$ cat config.mk
export PLATFORM = sky130hd
export DESIGN_NAME = be_issue_top
export DESIGN_NICKNAME = d
export VERILOG_FILES = /design/src/design/be_pkg.sv /design/src/design/rvc_expander.sv /design/src/design/operand_decoder.sv /design/src/design/imm_extractor.sv /design/src/design/issue_scheduler.sv /design/src/design/be_issue_top.sv
export SDC_FILE = /design/constraint.sdc
export NUM_CORES = 1
export LEC_CHECK = 0
export ABC_AREA = 1
export ABC_CLOCK_PERIOD_IN_PS = 14970
export BUFFER_PORTS_ARGS = -buffer_cell sky130_fd_sc_hd__buf_4
export CAP_MARGIN = 20
export CORE_UTILIZATION = 48
export CTS_CLUSTER_DIAMETER = 150
export DETAILED_ROUTE_END_ITERATION = 7
export GPL_ROUTABILITY_DRIVEN = 0
export PLACE_DENSITY = 0.84
export SLEW_MARGIN = 20
export SYNTH_ARGS = -nofsm -noshare
export SYNTH_HDL_FRONTEND = slang
export SYNTH_SLANG_ARGS = --single-unit
$ cat constraint.sdc
create_clock -name clk_i -period 14.97 [get_ports clk_i]
set_input_delay 0.7485 -clock clk_i [delete_from_list [all_inputs] [get_ports clk_i]]
set_output_delay 0.7485 -clock clk_i [all_outputs]
set_load 0.03 [all_outputs]
$ cat src/design/be_pkg.sv
/*
 * Shared widths, enums and structs of the back-end issue stage.
 * Imported by every module and by the testbench.
 */
package be_pkg;

   // Front-end virtual address width
   localparam int vaddr_width_c = 39;
   // Data width for PC and immediates
   localparam int reg_data_width_c = 64;
   localparam int itag_width_c = 8;
   localparam int instr_width_c = 32;
   localparam int reg_addr_width_c = 5;
   // Opaque branch predictor state forwarded untouched
   localparam int bmeta_width_c = 32;

   typedef enum logic
   {
      e_fe_fetch = 1'b0,
      e_fe_exception = 1'b1
   } fe_msg_type_e;

   typedef enum logic [1:0]
   {
      e_instr_misaligned = 2'd0,
      e_instr_access_fault = 2'd1,
      e_instr_page_fault = 2'd2,
      e_itlb_miss = 2'd3
   } fe_exc_code_e;

   // RV64 major opcodes, instruction bits 6:0
   typedef enum logic [6:0]
   {
      e_op_lui = 7'b0110111,
      e_op_auipc = 7'b0010111,
      e_op_jal = 7'b1101111,
      e_op_jalr = 7'b1100111,
      e_op_branch = 7'b1100011,
      e_op_load = 7'b0000011,
      e_op_store = 7'b0100011,
      e_op_imm = 7'b0010011,
      e_op_imm_32 = 7'b0011011,
      e_op_op = 7'b0110011,
      e_op_op_32 = 7'b0111011,
      e_op_system = 7'b1110011
   } rv64_opcode_e;

   // One fetch-queue message
   typedef struct packed
   {
      fe_msg_type_e msg_type;
      // Fetch PC, or faulting address on exception
      logic [vaddr_width_c-1:0] pc;
      // Compressed instruction sits in the low half
      logic [instr_width_c-1:0] instr;
      fe_exc_code_e exc_code;
      logic [bmeta_width_c-1:0] branch_metadata;
   } fe_queue_s;

   // Source operand predecode
   typedef struct packed
   {
      logic irs1_v;
      logic irs2_v;
      logic [reg_addr_width_c-1:0] rs1_addr;
      logic [reg_addr_width_c-1:0] rs2_addr;
   } src_info_s;

   typedef struct packed
   {
      logic [itag_width_c-1:0] itag;
      logic [reg_data_width_c-1:0] pc;
      logic exception_not_instr;
      fe_exc_code_e exc_code;
   } instr_metadata_s;

   // Packet handed to the execution pipe
   typedef struct packed
   {
      instr_metadata_s instr_metadata;
      logic [bmeta_width_c-1:0] branch_metadata;
      // Always the 32-bit form
      logic [instr_width_c-1:0] instr;
      logic is_compressed;
      logic irs1_v;
      logic irs2_v;
      // FP reads never predecoded, always low
      logic frs1_v;
      logic frs2_v;
      logic [reg_addr_width_c-1:0] rs1_addr;
      logic [reg_addr_width_c-1:0] rs2_addr;
      logic [reg_data_width_c-1:0] imm;
   } issue_pkt_s;

endpackage

$ cat src/design/rvc_expander.sv
/*
 * Expands a subset of RVC instructions to their 32-bit encodings.
 * Purely combinational, sits in front of both decoders.
 */
`timescale 1ns/100ps

module rvc_expander
(
   input  logic [be_pkg::instr_width_c-1:0] instr_i,
   output logic [be_pkg::instr_width_c-1:0] expanded_instr_o,
   output logic                             is_compressed_o
);

   import be_pkg::*;

   logic [2:0] funct3;
   logic [1:0] quadrant;
   // Full register fields, bits 11:7 and 6:2
   logic [reg_addr_width_c-1:0] rd_full;
   logic [reg_addr_width_c-1:0] rs2_full;
   // Prime registers map onto x8..x15
   logic [reg_addr_width_c-1:0] rd_prime;
   logic [reg_addr_width_c-1:0] rs1_prime;
   logic [11:0] ci_imm;
   logic [11:0] lw_imm;
   logic [20:0] j_imm;
   logic [12:0] b_imm;

   assign quadrant = instr_i[1:0];
   assign funct3 = instr_i[15:13];
   assign rd_full = instr_i[11:7];
   assign rs2_full = instr_i[6:2];
   assign rd_prime = {2'b01, instr_i[4:2]};
   assign rs1_prime = {2'b01, instr_i[9:7]};

   // Anything not ending in 2'b11 is a 16-bit encoding
   assign is_compressed_o = (quadrant != 2'b11);

   // C.ADDI / C.LI immediate, 6 bits sign-extended
   assign ci_imm = {{6{instr_i[12]}}, instr_i[12], instr_i[6:2]};

   // C.LW / C.SW word offset, zero-extended
   assign lw_imm = {5'b0, instr_i[5], instr_i[12:10], instr_i[6], 2'b00};

   // C.J offset scrambled across bits 12:2
   assign j_imm = {{9{instr_i[12]}}, instr_i[12], instr_i[8], instr_i[10:9],
                   instr_i[6], instr_i[7], instr_i[2], instr_i[11],
                   instr_i[5:3], 1'b0};

   // C.BEQZ offset
   assign b_imm = {{4{instr_i[12]}}, instr_i[12], instr_i[6:5], instr_i[2],
                   instr_i[11:10], instr_i[4:3], 1'b0};

   always_comb
   begin
      // Unsupported compressed encodings come out as zero
      expanded_instr_o = '0;
      if (!is_compressed_o)
      begin
         expanded_instr_o = instr_i;
      end
      else
      begin
         case ({quadrant, funct3})
            // C.LW, lw rd', off(rs1')
            5'b00_010:
               expanded_instr_o = {lw_imm, rs1_prime, 3'b010, rd_prime, e_op_load};
            // C.SW, sw rs2', off(rs1')
            5'b00_110:
               expanded_instr_o = {lw_imm[11:5], rd_prime, rs1_prime, 3'b010,
                                   lw_imm[4:0], e_op_store};
            // C.ADDI, addi rd, rd, imm
            5'b01_000:
               expanded_instr_o = {ci_imm, rd_full, 3'b000, rd_full, e_op_imm};
            // C.LI, addi rd, x0, imm
            5'b01_010:
               expanded_instr_o = {ci_imm, 5'd0, 3'b000, rd_full, e_op_imm};
            5'b01_011:
            begin
               // rd of x2 is C.ADDI16SP, left out
               if (rd_full != 5'd2)
                  expanded_instr_o = {{14{instr_i[12]}}, instr_i[12], instr_i[6:2],
                                      rd_full, e_op_lui};
            end
            // C.J, jal x0, off
            5'b01_101:
               expanded_instr_o = {j_imm[20], j_imm[10:1], j_imm[11], j_imm[19:12],
                                   5'd0, e_op_jal};
            // C.BEQZ, beq rs1', x0, off
            5'b01_110:
               expanded_instr_o = {b_imm[12], b_imm[10:5], 5'd0, rs1_prime, 3'b000,
                                   b_imm[4:1], b_imm[11], e_op_branch};
            5'b10_100:
            begin
               // rs2 of x0 selects jr/jalr/ebreak, not handled
               if (rs2_full != 5'd0)
               begin
                  if (instr_i[12])
                     expanded_instr_o = {7'b0, rs2_full, rd_full, 3'b000, rd_full, e_op_op};
                  else
                     expanded_instr_o = {7'b0, rs2_full, 5'd0, 3'b000, rd_full, e_op_op};
               end
            end
            default:
               expanded_instr_o = '0;
         endcase
      end
   end

endmodule

$ cat src/design/operand_decoder.sv
/*
 * Integer source predecode on the expanded instruction.
 * Tells the pipe which register file ports an instruction reads.
 */
`timescale 1ns/100ps

module operand_decoder
(
   input  logic [be_pkg::instr_width_c-1:0] instr_i,
   output be_pkg::src_info_s                src_info_o
);

   import be_pkg::*;

   rv64_opcode_e opcode;

   assign opcode = rv64_opcode_e'(instr_i[6:0]);

   // Register fields sit at fixed positions in every format
   assign src_info_o.rs1_addr = instr_i[19:15];
   assign src_info_o.rs2_addr = instr_i[24:20];

   always_comb
   begin
      case (opcode)
         // U and J formats, no sources
         e_op_lui, e_op_auipc, e_op_jal:
         begin
            src_info_o.irs1_v = 1'b0;
            src_info_o.irs2_v = 1'b0;
         end
         // rs1 only
         e_op_jalr, e_op_load, e_op_imm, e_op_imm_32, e_op_system:
         begin
            src_info_o.irs1_v = 1'b1;
            src_info_o.irs2_v = 1'b0;
         end
         // Both sources
         e_op_branch, e_op_store, e_op_op, e_op_op_32:
         begin
            src_info_o.irs1_v = 1'b1;
            src_info_o.irs2_v = 1'b1;
         end
         default:
         begin
            // Unknown opcode, keep both ports idle
            src_info_o.irs1_v = 1'b0;
            src_info_o.irs2_v = 1'b0;
         end
      endcase
   end

endmodule

$ cat src/design/imm_extractor.sv
/*
 * Picks the immediate format from the opcode and sign-extends it.
 * Output goes straight into the issue packet.
 */
`timescale 1ns/100ps

module imm_extractor
(
   input  logic [be_pkg::instr_width_c-1:0]    instr_i,
   output logic [be_pkg::reg_data_width_c-1:0] imm_o
);

   import be_pkg::*;

   rv64_opcode_e opcode;
   logic sign;

   assign opcode = rv64_opcode_e'(instr_i[6:0]);
   // Every format takes its sign from bit 31
   assign sign = instr_i[31];

   always_comb
   begin
      case (opcode)
         // U format, upper 20 bits
         e_op_lui, e_op_auipc:
            imm_o = {{(reg_data_width_c-32){sign}}, instr_i[31:12], 12'b0};
         // J format, bit 0 implied zero
         e_op_jal:
            imm_o = {{(reg_data_width_c-21){sign}}, instr_i[31], instr_i[19:12],
                     instr_i[20], instr_i[30:21], 1'b0};
         // B format
         e_op_branch:
            imm_o = {{(reg_data_width_c-13){sign}}, instr_i[31], instr_i[7],
                     instr_i[30:25], instr_i[11:8], 1'b0};
         // S format, split across funct7 and rd fields
         e_op_store:
            imm_o = {{(reg_data_width_c-12){sign}}, instr_i[31:25], instr_i[11:7]};
         // I format
         e_op_jalr, e_op_load, e_op_imm, e_op_imm_32:
            imm_o = {{(reg_data_width_c-12){sign}}, instr_i[31:20]};
         default:
            imm_o = '0;
      endcase
   end

endmodule

$ cat src/design/issue_scheduler.sv
/*
 * Builds the issue packet and holds it in a single output register.
 * Owns both valid/ready handshakes, the itag counter and redirect flush.
 */
`timescale 1ns/100ps

module issue_scheduler
(
   input  logic                                clk_i,
   input  logic                                arst_n_i,

   input  be_pkg::fe_queue_s                   fe_queue_i,
   input  logic                                fe_queue_v_i,
   output logic                                fe_queue_ready_o,

   input  logic [be_pkg::instr_width_c-1:0]    expanded_instr_i,
   input  logic                                is_compressed_i,
   input  be_pkg::src_info_s                   src_info_i,
   input  logic [be_pkg::reg_data_width_c-1:0] imm_i,

   input  logic                                pc_redirect_i,
   output be_pkg::issue_pkt_s                  issue_pkt_o,
   output logic                                issue_pkt_v_o,
   input  logic                                issue_pkt_ready_i
);

   import be_pkg::*;

   issue_pkt_s pkt_n;
   issue_pkt_s pkt_r;
   logic pkt_v_r;
   logic [itag_width_c-1:0] itag_r;
   logic accept;
   logic issue_done;

   // Held packet leaves this cycle
   assign issue_done = pkt_v_r & issue_pkt_ready_i;

   // Take a new message when empty or draining, never during a redirect
   assign fe_queue_ready_o = ~pc_redirect_i & (~pkt_v_r | issue_pkt_ready_i);
   assign accept = fe_queue_v_i & fe_queue_ready_o;

   always_comb
   begin
      pkt_n = '0;
      // Held packet owns itag_r, so a packet loaded behind it gets the next one
      pkt_n.instr_metadata.itag = itag_r + itag_width_c'(issue_done);
      if (fe_queue_i.msg_type == e_fe_exception)
      begin
         // Only the faulting address and code travel
         pkt_n.instr_metadata.pc = reg_data_width_c'($signed(fe_queue_i.pc));
         pkt_n.instr_metadata.exception_not_instr = 1'b1;
         pkt_n.instr_metadata.exc_code = fe_queue_i.exc_code;
      end
      else
      begin
         // Fetch PC zero-extended, as the front end hands it over
         pkt_n.instr_metadata.pc = reg_data_width_c'(fe_queue_i.pc);
         pkt_n.branch_metadata = fe_queue_i.branch_metadata;
         pkt_n.instr = expanded_instr_i;
         pkt_n.is_compressed = is_compressed_i;
         pkt_n.irs1_v = src_info_i.irs1_v;
         pkt_n.irs2_v = src_info_i.irs2_v;
         pkt_n.rs1_addr = src_info_i.rs1_addr;
         pkt_n.rs2_addr = src_info_i.rs2_addr;
         pkt_n.imm = imm_i;
      end
   end

   // Valid bit and itag counter
   always_ff @(posedge clk_i or negedge arst_n_i)
   begin
      if (!arst_n_i)
      begin
         pkt_v_r <= 1'b0;
         itag_r <= '0;
      end
      else
      begin
         // Redirect drops whatever is held
         if (pc_redirect_i)
            pkt_v_r <= 1'b0;
         else if (accept)
            pkt_v_r <= 1'b1;
         else if (issue_done)
            pkt_v_r <= 1'b0;

         // Counts completed issues only
         if (issue_done)
            itag_r <= itag_r + 1'b1;
      end
   end

   // Payload, loaded on acceptance only
   always_ff @(posedge clk_i)
   begin
      if (accept)
         pkt_r <= pkt_n;
   end

   assign issue_pkt_o = pkt_r;
   assign issue_pkt_v_o = pkt_v_r;

endmodule

$ cat src/design/be_issue_top.sv
/*
 * Issue stage top level.
 * Expander feeds both decoders, the scheduler registers the packet.
 */
`timescale 1ns/100ps

module be_issue_top
(
   input  logic               clk_i,
   input  logic               arst_n_i,

   input  be_pkg::fe_queue_s  fe_queue_i,
   input  logic               fe_queue_v_i,
   output logic               fe_queue_ready_o,

   input  logic               pc_redirect_i,

   output be_pkg::issue_pkt_s issue_pkt_o,
   output logic               issue_pkt_v_o,
   input  logic               issue_pkt_ready_i
);

   import be_pkg::*;

   logic [instr_width_c-1:0] expanded_instr;
   logic is_compressed;
   src_info_s src_info;
   logic [reg_data_width_c-1:0] imm;

   // RVC to 32-bit
   rvc_expander u_rvc_expander
   (
      .instr_i          (fe_queue_i.instr),
      .expanded_instr_o (expanded_instr),
      .is_compressed_o  (is_compressed)
   );

   // Source predecode and immediate run side by side
   operand_decoder u_operand_decoder
   (
      .instr_i    (expanded_instr),
      .src_info_o (src_info)
   );

   imm_extractor u_imm_extractor
   (
      .instr_i (expanded_instr),
      .imm_o   (imm)
   );

   issue_scheduler u_issue_scheduler
   (
      .clk_i             (clk_i),
      .arst_n_i          (arst_n_i),
      .fe_queue_i        (fe_queue_i),
      .fe_queue_v_i      (fe_queue_v_i),
      .fe_queue_ready_o  (fe_queue_ready_o),
      .expanded_instr_i  (expanded_instr),
      .is_compressed_i   (is_compressed),
      .src_info_i        (src_info),
      .imm_i             (imm),
      .pc_redirect_i     (pc_redirect_i),
      .issue_pkt_o       (issue_pkt_o),
      .issue_pkt_v_o     (issue_pkt_v_o),
      .issue_pkt_ready_i (issue_pkt_ready_i)
   );

endmodule

==> flow_metrics.env <==
export IMPL_async_flop_share_pct=5.66
export IMPL_fillers=1160
export IMPL_instances_no_fill=1178
export IMPL_dominantRegCellSynth="edfxtp_1"
export IMPL_initial_utilization_pct=49.5
export IMPL_setup_viol=0
export IMPL_fmax_mhz=349
export IMPL_tns_ns=0
export IMPL_regToRegStartpoint="u_issue_scheduler.issue_pkt_v_o$_DFFE_PN0P_"
export IMPL_cp_required_ns=15.02
export IMPL_cts_buffers=17
export IMPL_fin_skew_ns=0.0161
export IMPL_antenna_found_initial=0
export IMPL_fin_ws_ns=12.10
export IMPL_fin_hold_ws_ns=0.125
export IMPL_synth_edf_count=150
export IMPL_outcome="complete, no violations"
export IMPL_rsz0062_at_grt="false"
export IMPL_tightest_slew_ns=1.02
export IMPL_die_area_mm2=0.0162
export IMPL_hold_viol_final=0
export IMPL_drt_total_wl_um=20700
export IMPL_area_growth_pct=36.4
export IMPL_die_y_um=127
export IMPL_dr_pass1_iters=6
export IMPL_register_area_mm2=0.00473
export IMPL_route_detailed_drc=0
export IMPL_drt_iter0_drc=619
export IMPL_clk_pin_slew_ns=0.07
export IMPL_synthCells=686
export IMPL_first_global_vias=5535
export IMPL_grt_start_max_net_pins=82
export IMPL_syn_cell_area_mm2=0.00755
export IMPL_cts_sinks=159
export IMPL_cts_max_path_buffers=2
export IMPL_ys_warn_count=0
export IMPL_cts_tree="done"
export IMPL_vdd_drop_max_mv=0.0757
export IMPL_num_rows=45
export IMPL_grt_pass1_wl_um=30800
export IMPL_insertion_delay_ns=0.43
export IMPL_viasPerCell=4.94
export IMPL_core_area_mm2=0.0153
export IMPL_p_leak_nw=4.73
export IMPL_io_buffers=328
export IMPL_hp_class="in -> async"
export IMPL_pre_cts_ws_ns=11.73
export IMPL_clockRootBuffer="clkbuf_16"
export IMPL_synth_distinct_cells=44
export IMPL_num_antenna_cells=0
export IMPL_slew_headroom_pct=31.8
export IMPL_grt_usage_pct=25.8
export IMPL_yosys_register_bits=159
export IMPL_fin_crit_ns=2.87
export IMPL_htree_levels=4
export IMPL_startpoint_type="input port"
export IMPL_timing_final_crit_share_pct=19.2
export IMPL_critPathMaxFanout=81
export IMPL_slew_viol_final=0
export IMPL_totalPowerFinal_mw=1.17
export IMPL_pin_count=331
export IMPL_synth_avg_cell_area_um2=11.0
export IMPL_vias=5824
export IMPL_drive_above_1_share_pct=43.2
export IMPL_crit_start="issue_pkt_ready_i"
export IMPL_synth_seq_area_share_pct=62.6
export IMPL_arrival_ns=2.91
export IMPL_maxCapViolCount=0
export IMPL_powerDensity_mw_per_mm2=113
export IMPL_die_x_um=127
export IMPL_wl_per_cell_um=17.6
export IMPL_crit_type="in -> reg"
export IMPL_cts_repair_resized=0
export IMPL_final_nets=1068
export IMPL_end_kind="flop"
export IMPL_dp_cells=1146
export IMPL_ctsHoldBuffers=0
export IMPL_dp_hpwl_um=15700
export IMPL_multi_input_area_mm2=0.00184
export IMPL_cts_setup_buffers=0
export IMPL_ant_nets=0
export IMPL_grt_overflow_total=0
## sequential cells by signal, indices dropped and copies added, names as in the netlist
name and cells:
u_issue_scheduler.issue_pkt_o 150, u_issue_scheduler.issue_pkt_v_o 1, u_issue_scheduler.itag_r 8
## power breakdown
group	internal, mW	total (mW)	leakage [nW]	switching, mW
Sequential	0.519	0.537	1.49	0.0177
Combinational	0.0742	0.210	2.97	0.135
Clock	0.234	0.421	0.276	0.186
Total	0.828	1.17	4.73	0.339
## synth_stat cells (all sizes together), types with 4 or more instances
library cell	n	area, um2
o21ai	12	75.1
nor2	93	418
o211ai	5	37.5
xor2	9	78.8
buf	75	553
clkinv	4	15.0
edfxtp	150	4500
dfrtp	9	225
nand4	8	110
a21oi	46	272
nand3	22	155
or2	7	43.8
inv	106	398
clkbuf	7	26.3
nand2	102	410
nor3	8	40.0
## metal layers
| layer | routed length (um) | part of all wire [%] | vias to the layer above | global-route usage, % |
|---|---|---|---|---|
| li1 | - | - | 2749 | - |
| met1 | 7570 | 37 | 2680 | 30.4 |
| met2 | 10600 | 51 | 344 | 44.5 |
| met3 | 1790 | 8.6 | 51 | 6.16 |
| met4 | 692 | 3.3 | 0 | 12.2 |
| met5 | 0 | 0 | - | 0 |
## cell usage in the layout (no fill, tap or decap), types with 4 or more instances in the layout
cell,count
inv_1,97
or2_2,4
nand3_2,4
xor2_1,9
clkinv_1,5
a21oi_1,35
nor2_4,5
o211ai_1,5
o21ai_0,10
clkbuf_16,17
dfrtp_1,9
edfxtp_1,150
nand2_2,5
nand3_1,16
buf_4,330
nand4_4,4
nor2_1,81
a21oi_2,11
nor3_1,7
nand4_1,4
nand2_1,95
nor2_2,6
inv_6,4
inv_2,9
inv_8,4
## critical path, stage by stage
cell	delay, ns
buf_4	0.09
inv_1	0.04
nand2_1	0.07
inv_1	0.07
nor3_2	0.14
buf_4	0.70
buf_4	0.89
## logic make-up after synthesis
group / share of synthesized area [%]
other: 0.0496
buffers and inverters: 13.1
XOR/XNOR: 1.39
flip-flops: 62.6
adder cells (fa/ha/maj): 0.497
AO/OA/AOI/OAI: 6.49
AND/OR/NAND/NOR: 15.8
## final timing paths
kind	to	slack [ns]	cells after the start
setup / recovery	u_issue_scheduler.issue_pkt_o[12]$_SDFFCE_PP0P_	12.10	7
setup reg to reg	u_issue_scheduler.issue_pkt_o[12]$_SDFFCE_PP0P_	12.11	5
hold / removal	u_issue_scheduler.itag_r[7]$_DFFE_PN0P_	0.13	1
min in group clk_i	u_issue_scheduler.issue_pkt_v_o$_DFFE_PN0P_	0.49	2
max in group asynchronous	u_issue_scheduler.itag_r[4]$_DFFE_PN0P_	14.71	1
hold reg to reg	u_issue_scheduler.itag_r[4]$_DFFE_PN0P_	0.50	1
## final cells by class
class | instances | area share (%)
Multi-Input combinational cell | 336 | 17.9
Clock buffer | 17 | 4.13
Tap cell | 211 | 2.56
Inverter | 110 | 4.01
Timing Repair Buffer | 330 | 24.0
Clock inverter | 15 | 1.46
Sequential cell | 159 | 45.9
## through the flow
step	util [%]	area [um2]
global route	67.5	10300
global placement	63.7	9730
floorplan	-	7560
finish	67.5	10300
CTS	67.5	10300
detailed placement	63.7	9730
Note: power is estimated with default switching activity, not from simulation.
